<file path="src/ptw_consts.svh">
// --------------------
// sv32 page-table walker constants
// address, entry and identifier widths shared by rtl and testbench
// --------------------
`ifndef PTW_CONSTS_SVH
`define PTW_CONSTS_SVH

// virtual address width of sv32
`define PTW_VLEN 32

// physical address width, sv32 reaches 34 bits
`define PTW_PLEN 34

// physical page number held in satp and in every entry
`define PTW_PPN_W 22

// one vpn slice indexes 1024 entries of a table
`define PTW_VPN_W 10

// two levels, level 0 is the root table
`define PTW_LEVELS 2

// address space identifier width in satp
`define PTW_ASID_W 9

// one page-table entry, also the read data width
`define PTW_PTE_W 32

// protection regions checked on every table read
`define PTW_PMP_N 4

`endif

</file>
<file path="src/ptw_pkg.sv">
// --------------------
// sv32 page-table walker types
// entry layout, fsm states, verdicts and port bundles
// --------------------
`include "ptw_consts.svh"

package ptw_pkg;

  // sv32 entry, msb first
  typedef struct packed {
    logic [`PTW_PPN_W-1:0] ppn;
    // reserved for software
    logic [1:0]            rsw;
    logic                  d;
    logic                  a;
    logic                  g;
    logic                  u;
    logic                  x;
    logic                  w;
    logic                  r;
    logic                  v;
  } sv32_pte_t;

  // outcome of classifying one fetched entry
  typedef enum logic [1:0] {
    VERDICT_POINTER,
    VERDICT_LEAF_OK,
    VERDICT_PAGE_FAULT
  } pte_verdict_e;

  // walker fsm
  typedef enum logic [2:0] {
    IDLE,
    WAIT_GRANT,
    PTE_LOOKUP,
    PROPAGATE_ERROR,
    PROPAGATE_ACCESS_ERROR,
    LATENCY
  } walk_state_e;

  // one protection region, limit is exclusive
  typedef struct packed {
    logic [`PTW_PLEN-1:0] base;
    logic [`PTW_PLEN-1:0] limit;
    logic                 r;
  } pmp_region_t;

  // tlb miss strobe with its context
  typedef struct packed {
    logic                  valid;
    logic [`PTW_VLEN-1:0]  vaddr;
    logic                  is_instr;
    logic                  is_store;
    logic [`PTW_ASID_W-1:0] asid;
    logic [`PTW_ASID_W-1:0] vs_asid;
    logic                  use_vs_asid;
  } miss_req_t;

  // refill towards the tlb
  typedef struct packed {
    logic                                valid;
    logic                                is_4m;
    logic [`PTW_LEVELS*`PTW_VPN_W-1:0]   vpn;
    logic [`PTW_ASID_W-1:0]              asid;
    sv32_pte_t                           content;
  } tlb_update_t;

  // memory port, request side
  typedef struct packed {
    logic                 req;
    logic [`PTW_PLEN-1:0] paddr;
  } mem_req_t;

  // memory port, response side
  typedef struct packed {
    logic                  gnt;
    logic                  rvalid;
    logic [`PTW_PTE_W-1:0] rdata;
  } mem_rsp_t;

endpackage

</file>
<file path="src/ptw_pmp_check.sv">
// --------------------
// walker protection check
// tests the current table read address against the region set
// walker reads are supervisor loads, so only r matters
// --------------------
`timescale 1ns/1ps
`include "ptw_consts.svh"

module ptw_pmp_check (
  // address of the table read in flight
  input  logic [`PTW_PLEN-1:0]                    paddr_i,
  input  ptw_pkg::pmp_region_t [`PTW_PMP_N-1:0]   pmp_cfg_i,
  output logic                                    allow_o
);

  // one bit per region that grants the read
  logic [`PTW_PMP_N-1:0] region_hit;
  // range match ignoring permission
  logic [`PTW_PMP_N-1:0] in_range;

  // --------------------
  // per region compare
  // --------------------
  // all regions are compared in parallel
  always_comb begin
    for (int unsigned i = 0; i < `PTW_PMP_N; i++) begin
      // base inclusive, limit exclusive
      in_range[i]   = (paddr_i >= pmp_cfg_i[i].base) &&
                      (paddr_i < pmp_cfg_i[i].limit);
      // a region without r never grants
      region_hit[i] = in_range[i] && pmp_cfg_i[i].r;
    end
  end

  // no priority between regions, any grant is enough
  // an empty region set denies everything
  assign allow_o = |region_hit;

endmodule

</file>
<file path="src/ptw_pte_check.sv">
// --------------------
// sv32 entry checker
// classifies one fetched entry as pointer, good leaf or page fault
// purely combinational
// --------------------
`timescale 1ns/1ps
`include "ptw_consts.svh"

module ptw_pte_check (
  input  ptw_pkg::sv32_pte_t    pte_i,
  // 0 for the root table, 1 for the second level
  input  logic                  level_i,
  input  logic                  is_instr_i,
  input  logic                  is_store_i,
  // make executable readable
  input  logic                  mxr_i,
  output ptw_pkg::pte_verdict_e verdict_o
);

  import ptw_pkg::*;

  logic is_leaf;
  logic last_level;
  logic bad_encoding;
  logic bad_pointer;
  logic misaligned;
  logic perm_fault;

  // r or x marks a leaf, otherwise the entry points one level down
  assign is_leaf    = pte_i.r | pte_i.x;
  assign last_level = (level_i == 1'(`PTW_LEVELS - 1));

  // invalid entry or reserved w-only encoding
  assign bad_encoding = !pte_i.v || (pte_i.w && !pte_i.r);

  // no level left below the second table
  assign bad_pointer = !is_leaf && last_level;

  // a 4 MiB leaf needs the low ppn slice cleared
  assign misaligned = is_leaf && (level_i == 1'b0) &&
                      (pte_i.ppn[`PTW_VPN_W-1:0] != '0);

  // --------------------
  // leaf permissions
  // --------------------
  always_comb begin
    perm_fault = 1'b0;
    // accessed bit is managed by software
    if (!pte_i.a) begin
      perm_fault = 1'b1;
    end
    if (is_instr_i) begin
      // fetch needs x
      if (!pte_i.x) begin
        perm_fault = 1'b1;
      end
    end else if (!(pte_i.r || (pte_i.x && mxr_i))) begin
      // load needs r, or x under mxr
      perm_fault = 1'b1;
    end
    // store needs w and a dirty page, dirty bit is software managed too
    if (is_store_i && !(pte_i.w && pte_i.d)) begin
      perm_fault = 1'b1;
    end
  end

  // --------------------
  // verdict
  // --------------------
  always_comb begin
    if (bad_encoding || bad_pointer) begin
      verdict_o = VERDICT_PAGE_FAULT;
    end else if (!is_leaf) begin
      verdict_o = VERDICT_POINTER;
    end else if (misaligned || perm_fault) begin
      verdict_o = VERDICT_PAGE_FAULT;
    end else begin
      verdict_o = VERDICT_LEAF_OK;
    end
  end

endmodule

</file>
<file path="src/ptw_top.sv">
// --------------------
// sv32 page-table walker top
// walk controller with entry and protection checkers side by side
// --------------------
`timescale 1ns/1ps
`include "ptw_consts.svh"

module ptw_top (
  input  logic                                  clk_i,
  input  logic                                  rst_ni,
  input  ptw_pkg::miss_req_t                    miss_req_i,
  input  logic [`PTW_PPN_W-1:0]                 satp_ppn_i,
  input  logic                                  mxr_i,
  input  ptw_pkg::pmp_region_t [`PTW_PMP_N-1:0] pmp_cfg_i,
  output ptw_pkg::mem_req_t                     mem_req_o,
  input  ptw_pkg::mem_rsp_t                     mem_rsp_i,
  output ptw_pkg::tlb_update_t                  tlb_update_o,
  output logic                                  ptw_error_o,
  output logic                                  ptw_access_exception_o,
  output logic                                  ptw_active_o,
  output logic [`PTW_PLEN-1:0]                  bad_paddr_o
);

  import ptw_pkg::*;

  // entry under test and its walk context
  sv32_pte_t    pte;
  logic         level;
  logic         is_instr;
  logic         is_store;
  // checker verdicts back to the fsm
  pte_verdict_e verdict;
  logic         allow;

  ptw_walker i_walker (
    .clk_i                  (clk_i),
    .rst_ni                 (rst_ni),
    .miss_req_i             (miss_req_i),
    .satp_ppn_i             (satp_ppn_i),
    .mem_req_o              (mem_req_o),
    .mem_rsp_i              (mem_rsp_i),
    .pte_o                  (pte),
    .level_o                (level),
    .is_instr_o             (is_instr),
    .is_store_o             (is_store),
    .verdict_i              (verdict),
    .allow_i                (allow),
    .tlb_update_o           (tlb_update_o),
    .ptw_error_o            (ptw_error_o),
    .ptw_access_exception_o (ptw_access_exception_o),
    .ptw_active_o           (ptw_active_o),
    .bad_paddr_o            (bad_paddr_o)
  );

  ptw_pte_check i_pte_check (
    .pte_i      (pte),
    .level_i    (level),
    .is_instr_i (is_instr),
    .is_store_i (is_store),
    .mxr_i      (mxr_i),
    .verdict_o  (verdict)
  );

  // checks the read address the walker is driving
  ptw_pmp_check i_pmp_check (
    .paddr_i   (mem_req_o.paddr),
    .pmp_cfg_i (pmp_cfg_i),
    .allow_o   (allow)
  );

endmodule

</file>
<file path="src/ptw_walker.sv">
// --------------------
// sv32 walk controller
// issues table reads over the grant port, acts on the entry and
// protection verdicts and raises one result strobe per walk
// --------------------
`timescale 1ns/1ps
`include "ptw_consts.svh"

module ptw_walker (
  input  logic                        clk_i,
  input  logic                        rst_ni,
  input  ptw_pkg::miss_req_t          miss_req_i,
  input  logic [`PTW_PPN_W-1:0]       satp_ppn_i,
  output ptw_pkg::mem_req_t           mem_req_o,
  input  ptw_pkg::mem_rsp_t           mem_rsp_i,
  // fetched entry and walk context towards the entry checker
  output ptw_pkg::sv32_pte_t          pte_o,
  output logic                        level_o,
  output logic                        is_instr_o,
  output logic                        is_store_o,
  input  ptw_pkg::pte_verdict_e       verdict_i,
  // protection verdict on the current read address
  input  logic                        allow_i,
  output ptw_pkg::tlb_update_t        tlb_update_o,
  output logic                        ptw_error_o,
  output logic                        ptw_access_exception_o,
  output logic                        ptw_active_o,
  output logic [`PTW_PLEN-1:0]        bad_paddr_o
);

  import ptw_pkg::*;

  // page offset below the vpn slices, 12 bits
  localparam int unsigned PgOffW = `PTW_VLEN - `PTW_LEVELS * `PTW_VPN_W;

  walk_state_e state_q, state_d;

  // walk context
  logic                   level_q, level_d;
  logic                   is_instr_q, is_instr_d;
  logic                   is_store_q, is_store_d;
  logic                   global_q, global_d;
  logic [`PTW_VLEN-1:0]   vaddr_q, vaddr_d;
  logic [`PTW_ASID_W-1:0] asid_q, asid_d;
  // word aligned pointer of the current table read
  logic [`PTW_PLEN-1:0]   pptr_q, pptr_d;

  // registered read port
  logic                   rvalid_q;
  logic [`PTW_PTE_W-1:0]  rdata_q;

  sv32_pte_t pte;
  logic      update_valid;
  logic [`PTW_VPN_W-1:0] vpn0;

  assign pte  = sv32_pte_t'(rdata_q);
  // low slice indexes the second table
  assign vpn0 = vaddr_q[PgOffW +: `PTW_VPN_W];

  // one read at a time, held until granted
  assign mem_req_o.req   = (state_q == WAIT_GRANT);
  assign mem_req_o.paddr = pptr_q;

  assign pte_o      = pte;
  assign level_o    = level_q;
  assign is_instr_o = is_instr_q;
  assign is_store_o = is_store_q;

  assign ptw_active_o = (state_q != IDLE);
  // denied pointer is kept in pptr_q until the exception strobe
  assign bad_paddr_o  = ptw_access_exception_o ? pptr_q : '0;

  // --------------------
  // tlb update
  // --------------------
  always_comb begin
    tlb_update_o.valid   = update_valid;
    // leaf found in the root table maps a superpage
    tlb_update_o.is_4m   = (level_q == 1'b0);
    tlb_update_o.vpn     = vaddr_q[`PTW_VLEN-1:PgOffW];
    tlb_update_o.asid    = asid_q;
    tlb_update_o.content = pte;
    // g on any level along the way makes the mapping global
    tlb_update_o.content.g = pte.g | global_q;
  end

  // --------------------
  // walk fsm
  // --------------------
  always_comb begin
    state_d                = state_q;
    level_d                = level_q;
    is_instr_d             = is_instr_q;
    is_store_d             = is_store_q;
    global_d               = global_q;
    vaddr_d                = vaddr_q;
    asid_d                 = asid_q;
    pptr_d                 = pptr_q;
    update_valid           = 1'b0;
    ptw_error_o            = 1'b0;
    ptw_access_exception_o = 1'b0;

    case (state_q)
      IDLE: begin
        // miss strobes are only seen here, busy walks ignore them
        if (miss_req_i.valid) begin
          level_d    = 1'b0;
          global_d   = 1'b0;
          is_instr_d = miss_req_i.is_instr;
          is_store_d = miss_req_i.is_store;
          vaddr_d    = miss_req_i.vaddr;
          asid_d     = miss_req_i.use_vs_asid ? miss_req_i.vs_asid : miss_req_i.asid;
          // root table entry indexed by vpn[1]
          pptr_d     = {satp_ppn_i, miss_req_i.vaddr[`PTW_VLEN-1 -: `PTW_VPN_W], 2'b00};
          state_d    = WAIT_GRANT;
        end
      end

      WAIT_GRANT: begin
        if (mem_rsp_i.gnt) begin
          state_d = PTE_LOOKUP;
        end
      end

      PTE_LOOKUP: begin
        // decide one cycle after rvalid, on the registered entry
        if (rvalid_q) begin
          if (!allow_i) begin
            // deny wins over any verdict, pointer stays for reporting
            state_d = PROPAGATE_ACCESS_ERROR;
          end else begin
            case (verdict_i)
              VERDICT_POINTER: begin
                global_d = global_q | pte.g;
                level_d  = 1'b1;
                pptr_d   = {pte.ppn, vpn0, 2'b00};
                state_d  = WAIT_GRANT;
              end
              VERDICT_LEAF_OK: begin
                update_valid = 1'b1;
                state_d      = LATENCY;
              end
              default: begin
                state_d = PROPAGATE_ERROR;
              end
            endcase
          end
        end
      end

      PROPAGATE_ERROR: begin
        ptw_error_o = 1'b1;
        state_d     = LATENCY;
      end

      PROPAGATE_ACCESS_ERROR: begin
        ptw_access_exception_o = 1'b1;
        state_d                = LATENCY;
      end

      // one idle cycle before the next miss can be taken
      LATENCY: begin
        state_d = IDLE;
      end

      default: begin
        state_d = IDLE;
      end
    endcase
  end

  // --------------------
  // registers
  // --------------------
  always_ff @(posedge clk_i or negedge rst_ni) begin
    if (!rst_ni) begin
      state_q    <= IDLE;
      level_q    <= 1'b0;
      is_instr_q <= 1'b0;
      is_store_q <= 1'b0;
      global_q   <= 1'b0;
      vaddr_q    <= '0;
      asid_q     <= '0;
      pptr_q     <= '0;
      rvalid_q   <= 1'b0;
    end else begin
      state_q    <= state_d;
      level_q    <= level_d;
      is_instr_q <= is_instr_d;
      is_store_q <= is_store_d;
      global_q   <= global_d;
      vaddr_q    <= vaddr_d;
      asid_q     <= asid_d;
      pptr_q     <= pptr_d;
      rvalid_q   <= mem_rsp_i.rvalid;
    end
  end

  // read data only matters while rvalid_q is set
  always_ff @(posedge clk_i) begin
    rdata_q <= mem_rsp_i.rdata;
  end

endmodule

</file>
<file path="config.mk">
export PLATFORM = sky130hd
export DESIGN_NAME = ptw_top
export DESIGN_NICKNAME = d
export VERILOG_FILES = /design/src/ptw_pkg.sv /design/src/ptw_pmp_check.sv /design/src/ptw_pte_check.sv /design/src/ptw_top.sv /design/src/ptw_walker.sv
export VERILOG_INCLUDE_DIRS = /design/src
export SDC_FILE = /design/constraint.sdc
export NUM_CORES = 1
export LEC_CHECK = 0
export ABC_CLOCK_PERIOD_IN_PS = 3100
export BUFFER_PORTS_ARGS = -buffer_cell sky130_fd_sc_hd__buf_2
export CAP_MARGIN = 20
export CORE_AREA = 2 2 201 203
export CTS_CLUSTER_DIAMETER = 30
export DETAILED_ROUTE_END_ITERATION = 10
export DIE_AREA = 0 0 203 205
export SETUP_SLACK_MARGIN = 0.05
export SYNTH_ARGS = -nofsm -noshare
export SYNTH_HDL_FRONTEND = slang
export SYNTH_SLANG_ARGS = --single-unit
</file>
<file path="constraint.sdc">
create_clock -name clk_i -period 3.1 [get_ports clk_i]
set_input_delay 0.31 -clock clk_i [delete_from_list [all_inputs] [get_ports clk_i]]
set_output_delay 0.31 -clock clk_i [all_outputs]
set_load 0.01 [all_outputs]
</file>
# Word level (Yosys, flattened, before mapping)
# Index checks and enable logic that the tools add are counted.
[classes]
magnitude_cmp = 8
bitwise_logic = 3
reduce_logical = 33
mux = 36
n_eq_ne = 10
[op_table]
columns = ["cell", "count"]
rows = [
  ["2-to-1 mux 34 bit", 5],
  ["greater-or-equal comparator 34 bit", 4],
  ["< comparator 34 bit", 4],
  ["one-hot mux 34 bit (2 select lines)", 1],
  ["2-to-1 mux 1 bit", 18],
  ["logical AND 1 bit", 15],
  ["2-to-1 mux 3 bit", 4],
  ["one-hot mux 3 bit (4 select lines)", 1],
  ["nonzero test 10 bit", 1],
  ["2-to-1 mux 9 bit", 1],
  ["inequality test 2 x 1 -> 1 bit, second input constant", 4],
  ["== test 3 x 2 -> 1 bit, second input constant", 2],
  ["2-to-1 mux 2 bit", 3],
  ["one-hot mux 3 bit (2 select lines)", 1],
  ["AND reduction 5 bit", 1],
  ["zero test 1 bit", 4],
  ["logical OR 1 bit", 4],
  ["one-hot mux 1 bit (2 select lines)", 2],
  ["OR reduction 4 bit", 1],
  ["== test 3 x 1 -> 1 bit, second input constant", 1],
  ["== test 3 bit, second input constant", 1],
  ["zero test 3 bit", 1],
  ["AND reduction 3 bit", 1],
  ["nonzero test 3 bit", 1],
  ["8 further kinds", 9],
]
[totals]
inputBits = 389
reg_bits = 115
word_cells = 100

# Longest topological paths before layout
# Gate-level depths: netlist (run 1).
[depth]
ltp_word = 14
depth_mapped = 12

# Hierarchy
# A second synthesis (run 1) with hierarchy kept.
[hier_totals]
cells_unflattened = 1309
area_unflattened_um2 = 10910.5
[modules_own_cells]
columns = ["module", "n_inst", "area_per_inst_um2", "cells_per_inst", "seq_area_each_um2"]
rows = [
  ["ptw_pmp_check", 1, 6608.8, 926, 0.0],
  ["ptw_walker", 1, 4201.5, 369, 2367.3],
  ["ptw_pte_check", 1, 100.1, 14, 0.0],
]

# Least setup slack after synthesis (run 1)
# OpenSTA, ideal clock, no wires.
[synth_path]
path_kind = "register -> output"
start = "register i_walker.pptr_q[23]"
end = "output tlb_update_o[62] (netlist name)"
path_slack_ns = 0.265
path_stages_with_launch = 12
required_time_ns = 2.790
arrival_time_ns = 2.525
n_path_buf = 2
cell_sequence = "dfrtp_1 -> ha_1 -> a21o_1 -> a21o_1 -> a221oi_1 -> o21ai_0 -> a211oi_1 -> nand3_1 -> buf_2 -> nand3_1 -> and4_1 -> buf_4"
[synth_via]
elab_chain_len = 7
elab_cells_between_ends = 20
classes_between = "8 x order compare; 3 x mux; 9 x reduce/logical"
[synth_rtl]
columns = ["item", "line", "text"]
rows = [
  ["from (decl)", "ptw_walker.sv:46", "logic [`PTW_PLEN-1:0] pptr_q, pptr_d;"],
  ["from (signal assigned)", "ptw_walker.sv:194", "pptr_q <= pptr_d;"],
  ["greater-or-equal comparator 34 bit / < comparator 34 bit (equally long branches)", "ptw_pmp_check.sv:28, ptw_pmp_check.sv:29", ""],
  ["logical AND 1 bit", "ptw_pmp_check.sv:28", "in_range[i] = (paddr_i >= pmp_cfg_i[i].base) &&"],
  ["logical AND 1 bit", "ptw_pmp_check.sv:31", "region_hit[i] = in_range[i] && pmp_cfg_i[i].r;"],
  ["OR reduction 4 bit *", "ptw_pmp_check.sv:37", "assign allow_o = |region_hit;"],
  ["2-to-1 mux 1 bit *", "ptw_walker.sv:128", "if (!allow_i) begin"],
  ["2-to-1 mux 1 bit *", "ptw_walker.sv:127", "if (rvalid_q) begin"],
  ["2-to-1 mux 1 bit *", "ptw_walker.sv:103", "case (state_q)"],
  ["to (decl)", "ptw_top.sv:17", "output ptw_pkg::tlb_update_t tlb_update_o,"],
]
# Mark *: on every way between the ends. The rest lies on a longest branch, timed or not.

==> results of run 1 <==
[layer usage]
metal	vias up	part of all wire	track usage
met5	-	0.00081	0
met4	6	0.032	0.09020
met3	92	0.059	0.04120
met2	442	0.48	0.3955
met1	5854	0.43	0.2816
li1	6187	-	-
[through the flow]
step,TNS (ps),total power [W],utilization
after CTS,-1011,0.01232,0.3989
after global routing,-6200,0.01420,0.4156
after global placement,-8871,0.01037,0.3809
final,-2494,0.01294,0.4159
after detailed placement,-9808,0.01059,0.3809
after floorplan,0,0.006809,-
[logic make-up after synthesis]
family          after synthesis
buf+inv                     353
other cells                   1
mux                           9
fa+ha+maj                   256
simple gates                382
flops                       101
compound gates              333
[layout by cell type (no fill, tap or decap), drive strengths merged, types with 10 or more instances in the layout]
cell,synthesis,final
and2,35,35
nand2,151,151
o21ai,74,74
o211ai,27,27
nor4,10,10
dfrtp,69,69
ha,256,256
nand3,75,75
buf,42,664
dfxtp,32,32
diode,0,11
a21oi,94,94
a31oi,26,26
a221o,22,22
nand4,26,26
a21o,29,29
inv,277,280
a22o,10,10
nor3,15,15
clkbuf,34,11
a211oi,12,12
and4,10,10
nor2,30,30
[layout make-up]
| type | count | area, um2 | share of cell area |
|---|---|---|---|
| Antenna cell | 11 | 27.53 | 0.001681 |
| Clock buffer | 11 | 275.3 | 0.01681 |
| Clock inverter | 5 | 35.03 | 0.002140 |
| Inverter | 277 | 1040 | 0.06351 |
| Multi-Input combinational cell | 984 | 8033 | 0.4906 |
| Sequential cell | 101 | 2402 | 0.1467 |
| Tap cell | 525 | 656.9 | 0.04012 |
| Timing Repair Buffer | 664 | 3902 | 0.2384 |
[worst paths after layout]
| check | slack, ps | end | cells after the start |
|---|---|---|---|
| setup reg to reg | -170 | i_walker.pptr_q[4] | 14 |
| setup / recovery | -260 | tlb_update_o[62] | 11 |
| min in group asynchronous | 80 | i_walker.vaddr_q[18] | 1 |
| max in group asynchronous | 2350 | i_walker.pptr_q[24] | 1 |
| hold / removal | 30 | i_walker.pte_o[13] | 1 |
| hold reg to reg | 480 | i_walker.asid_q[7] | 2 |
[power by group]
| part | internal (W) | switching [W] |
|---|---|---|
| Sequential | 0.00181 | 0.000763 |
| Clock | 0.000647 | 0.000564 |
| Combinational | 0.00434 | 0.00482 |
| Total | 0.00679 | 0.00615 |
[registers in the layout (all words and copies together), names as in the netlist]
register / cells
i_walker.asid_q: 9
i_walker.global_q: 1
i_walker.is_instr_o: 1
i_walker.is_store_o: 1
i_walker.level_o: 1
i_walker.pptr_q: 32
i_walker.pte_o: 32
i_walker.rvalid_q: 1
i_walker.state_q: 3
i_walker.vaddr_q: 20
[timing repair]
action | in CTS | in global routing
cloned | 1 | 0
pin swaps | 16 | 36
buffers inserted | 12 | 23
resized for setup | 68 | 84
endpoints found under the setup margin | 38 | 37
[worst max-delay path, delay by kind of cell (launching register included)]
kind | cells | cell delay (ps)
buffers and inverters | 3 | 440
adders and majority gates | 1 | 210
AOI/OAI and AO/OA | 4 | 770
and+or+nand+nor | 3 | 780
DFF | 1 | 450
==> out/metrics.cfg, run 1 <==
[status]
status=finished with violations
violations=negative setup slack

[synthesis]
synth_fa_ha_area_frac=0.2851
synth_compound_area_frac=0.1950
synth-xor-area-share=0
ys_async_sr_fraction=0.6832
ys_seq_area_frac=0.2107
yosys.area.top_type=ha_1
netlist_area_um2=11240
ys_warn_count=0
ys.flop_type=dfrtp_1
synth_top_cell_area_share=0.2851
synth_top_family_by_area=adder cells
syn_avg_cell_area_um2=7.830
synth_mux_area_frac=0.008018
synth_seq_cells=101
synth_most_common_cell=inv_1
synth_edf_count=0
synthTopCellsByArea=ha_1, dfrtp_1, inv_1
yosys-top-cells-count=inv_1, ha_1, nand2_1
synth.distinct_cells=63
syn_inst=1435
yosys.area_share.simple=0.1692

[die]
die_w_um=203
die_h_um=205
num_rows=73
initial_core_util=0.2854
dieArea_um2=41620
core_area_um2=39370
ios=524

[clock_network]
cts_tree=done
cts_sinks=101
cts-root-buf=clkbuf_16
cts_buffers=9
cts_buffer_depth=2
path_clk_slew_ps=80
clk_latency_ps=380
htreeDepth=3
cts_hold_buf=0

[worst_setup_path]
slowest_delay_ps=500
worst_setup_path_start_kind=flop
crit_chain=buf_4 -> ha_4 -> a21oi_2 -> or4b_4 -> a211oi_4 -> buf_4 -> o211a_1 -> o22a_4 -> nand3_4 -> and4_1 -> buf_2
worstSetupPathType=flop to output pin
cp_slowest_cell=or4b_4
arrival_ps=3050
crit_start=i_walker.pptr_q[17]
crit_path_frequent_cell=buf_4
crit_fanout=4
critPathRequiredTime_ps=2790
end_kind=output pin
reg2reg_from=i_walker.pptr_q[2]

[finish]
final-instance-count-excl-fill=2578
nFillCells=4067
syn2layout_area_growth_pct=45.71
finalInstanceArea_um2=16370
fin_nets=2682
layout-drive-gt1-share=0.3908

[timing]
relSlewSlack=0.3768
whs_ps=28.74
fin_crit_ps=3356
rsz0062_at_grt=yes
drv_slew=0
setup_viol=26
skew_ps=12.53
post-route-period-util=1.083
hold_violations=0
max_freq_mhz=298.0
fin_ws_ps=-255.9
worst_pin_slew_ps=934.8

[place]
placed_area_um2=14990
dpl.hpwl_um=41270
portBuffers=507
dp_slack_ps=-400.4
place_inst=2515
place.gp.congestion=0.9244

[worst_hold_path]
min_path_type=primary input to flop
hp-start=mem_rsp_i[13]

[global_route]
overflow=0
grt_pass1_wl_um=72180
grt_max_degree=70
antenna_found_initial=14
grt_pass1_vias=12973
track_usage=0.2289

[routing]
drt_first_pass_iters=5
routed-via-count=12581
avgRoutedWirePerCell_um=19.06
ant_nets=0
viasPerCell=4.880
route.detailed.drc=0
wl_um=49150
first_iter_violations=494

[pwr]
leakage_nw=9.270
vdd_drop_max_mv=0.4506
p_per_area_nw_per_um2=790.5

[job]
drv_cap=0

Power figures use the tool's default switching activity.
==> run 2: changes to the inputs <==
--- a/config.mk
+++ b/config.mk
@@ -6,13 +6,14 @@
 export SDC_FILE = /design/constraint.sdc
 export NUM_CORES = 1
 export LEC_CHECK = 0
+export ABC_AREA = 1
 export ABC_CLOCK_PERIOD_IN_PS = 3100
 export BUFFER_PORTS_ARGS = -buffer_cell sky130_fd_sc_hd__buf_2
 export CAP_MARGIN = 20
-export CORE_AREA = 2 2 201 203
+export CORE_AREA = 2 2 204 206
 export CTS_CLUSTER_DIAMETER = 30
 export DETAILED_ROUTE_END_ITERATION = 10
-export DIE_AREA = 0 0 203 205
+export DIE_AREA = 0 0 206 208
 export SETUP_SLACK_MARGIN = 0.05
 export SYNTH_ARGS = -nofsm -noshare
 export SYNTH_HDL_FRONTEND = slang
==> out/metrics.cfg, run 2 <==
[finish]
final_common_cell=buf_2
fin_nets=2806  ; +4.6%
nFillCells=4314  ; +6.1%
finalInstanceArea_um2=15690  ; -4.1%
syn2layout_area_growth_pct=36.15
final_cell_mix=buf_2, inv_1, nand2_1
layout-drive-gt1-share=0.3306  ; -0.06023

[synthesis]
synth_most_common_cell=inv_1
synthTopCellsByArea=ha_1, dfrtp_1, inv_1
syn_inst=1633  ; +14%
ys.flop_type=dfrtp_1
netlist_area_um2=11530  ; +2.6%
ys_warn_count=0  ; unchanged
yosys.area.top_type=ha_1
ys_async_sr_fraction=0.6832  ; unchanged
yosys-top-cells-count=inv_1, nand2_1, ha_1
synth_seq_cells=101  ; unchanged
synth_edf_count=0  ; unchanged
syn_avg_cell_area_um2=7.058  ; -9.9%
synth.distinct_cells=41  ; -35%
synth_top_cell_area_share=0.2779  ; -0.007180
ys_seq_area_frac=0.2054  ; -0.005306

[worst_setup_path]
ff2ff_setup_slack_ps=460  ; +630 ps
arrival_ps=2790  ; -260 ps
worstSetupPathType=flop to output pin
worst_setup_path_start_kind=flop
end_kind=output pin
critPathRequiredTime_ps=2790  ; about the same
crit_fanout=5  ; +1

[die]
core_area_um2=40550  ; +3.0%
num_rows=74  ; +1.4%
dieArea_um2=42850  ; +3.0%
die_w_um=206  ; +1.5%
ios=524  ; unchanged
initial_core_util=0.2842  ; -0.001199
die_h_um=208  ; +1.5%

[routing]
drt_first_pass_iters=5  ; unchanged
first_iter_violations=466  ; -5.7%
ant_nets=0  ; unchanged
viasPerCell=4.434  ; -9.1%
route.detailed.drc=0  ; unchanged
avgRoutedWirePerCell_um=15.61  ; -18%
routed-via-count=11999  ; -4.6%
wl_um=42240  ; -14%

[global_route]
overflow=0  ; unchanged
grt_pass1_wl_um=63300  ; -12%
track_usage=0.1910  ; -0.03789
grt_pass1_vias=12244  ; -5.6%
antenna_found_initial=11  ; -3
grt_max_degree=70  ; unchanged

[clock_network]
cts_buffer_depth=2  ; unchanged
clk_latency_ps=350  ; -30 ps
cts_buffers=9  ; unchanged
cts_sinks=101  ; unchanged
path_clk_slew_ps=80  ; about the same
cts_tree=done
cts-root-buf=clkbuf_16
htreeDepth=3  ; unchanged

[worst_hold_path]
min_path_type=primary input to flop

[pwr]
p_comb_frac=0.698  ; -0.010
p_per_area_nw_per_um2=740.1  ; -6.4%
leakage_nw=9.833  ; +6.1%
power_frac_seq=0.205  ; +0.006
vdd_drop_max_mv=0.6440  ; +43%
netSwitchingPower_w=0.005629  ; -8.5%
internal-power_w=0.005985  ; -12%
netSwitchingFraction=0.4847  ; +0.009530
clock_power_share=0.097  ; +0.003

[timing]
tns_ps=-2.607  ; +2491 ps
skew_ps=9.898  ; -2.629 ps
hold_violations=0  ; unchanged
relSlewSlack=0.4009  ; +0.02406
max_freq_mhz=322.3  ; +8.2%
drv_slew=0  ; unchanged
rsz0062_at_grt=yes
setup_viol=1  ; -96%
worst_pin_slew_ps=898.7  ; -36.10 ps
fin_crit_ps=3103  ; -253.3 ps
post-route-period-util=1.001  ; -0.08171
fin_ws_ps=-2.607  ; +253.3 ps

[place]
dp_slack_ps=26.76  ; +427.2 ps
portBuffers=507  ; unchanged
dpl.hpwl_um=36370  ; -12%
placed_area_um2=15060  ; +0.44%
place.gp.congestion=0.9202  ; -0.45%

[status]
status=finished with violations
violations=negative setup slack

[job]
drv_cap=0  ; unchanged

## run 2: path summary, 6_finish.rpt
check,start,to,cells past startpoint
max,i_walker.pptr_q[33],tlb_update_o[62],18
min,mem_rsp_i[23],i_walker.pte_o[23],1
max reg2reg,i_walker.pptr_q[33],i_walker.pptr_q[7],17
min reg2reg,i_walker.asid_q[6],i_walker.asid_q[6],2
max in group asynchronous,rst_ni,i_walker.pptr_q[23],1
min in group asynchronous,rst_ni,i_walker.vaddr_q[22],1
## run 2: area by class of cell
cell class,count,area [um2],share of cell area
clock buffers,10,239.0,0.01523
well taps,532,665.6,0.04242
multi-input cells,1098,7546,0.4809
clock inverters,6,51.30,0.003269
inverters,383,1438,0.09161
flip-flops and latches,101,2386,0.1520
diodes,8,20.02,0.001276
repair buffers,568,3347,0.2133
## run 2: routing by layer
| layer | global-route usage | wire length [um] | up-vias |
|---|---|---|---|
| li1 | - | - | 6169 |
| met1 | 0.2248 | 17780 | 5386 |
| met2 | 0.3464 | 21050 | 368 |
| met3 | 0.02945 | 2098 | 70 |
| met4 | 0.06823 | 1277 | 6 |
| met5 | 0 | 38 | - |
## run 2: power groups by stage
stage / sequential (W) / combinational, W / clock [W]
after floorplan: 0.00262 / 0.00432 / 0
after global placement: 0.00238 / 0.00761 / 0
after detailed placement: 0.00240 / 0.00787 / 0
after CTS: 0.00239 / 0.00799 / 0.00117
after global routing: 0.00247 / 0.00921 / 0.00121
final: 0.00238 / 0.00811 / 0.00112
## run 2: through the flow
stage / utilization / hold slack, ps / power, W / cells
detailed placement: 0.3714 / 413.6 / 0.01027 / 2672
finish: 0.3870 / 50.70 / 0.01161 / 2706
floorplan: - / 14.41 / 0.006949 / 1636
global placement: 0.3714 / 412.1 / 0.009990 / 2672
global route: 0.3868 / 35.42 / 0.01289 / 2703
CTS: 0.3813 / 32.85 / 0.01155 / 2691
## run 2: critical path, cell delays in order, from the launching register on
cell	delay [ps]
dfrtp_2	470
buf_12	160
ha_4	210
nand2_1	60
nand2_1	40
nor2_1	90
nand3_1	90
nor2_1	120
buf_4	140
nand3_2	90
nor2_4	180
nand2_1	90
nand2_2	90
inv_2	50
nand2_2	70
nand2_2	60
nor3_2	180
buf_4	150
buf_6	100
## run 2: cell families after synthesis
kind of cell / synth area share
flip-flops: 0.2054
other: 0.0003253
AND/OR/NAND/NOR: 0.2068
adder cells (fa/ha/maj): 0.2779
multiplexers: 0.05710
buffers and inverters: 0.1582
AO/OA/AOI/OAI: 0.09433
## run 2: what timing repair did
item,CTS,global route
cloned,0,1
setup buffers,3,6
endpoints found under the setup margin,1,1
hold buffers,0,0
resized for setup,36,24
pin swaps,5,18
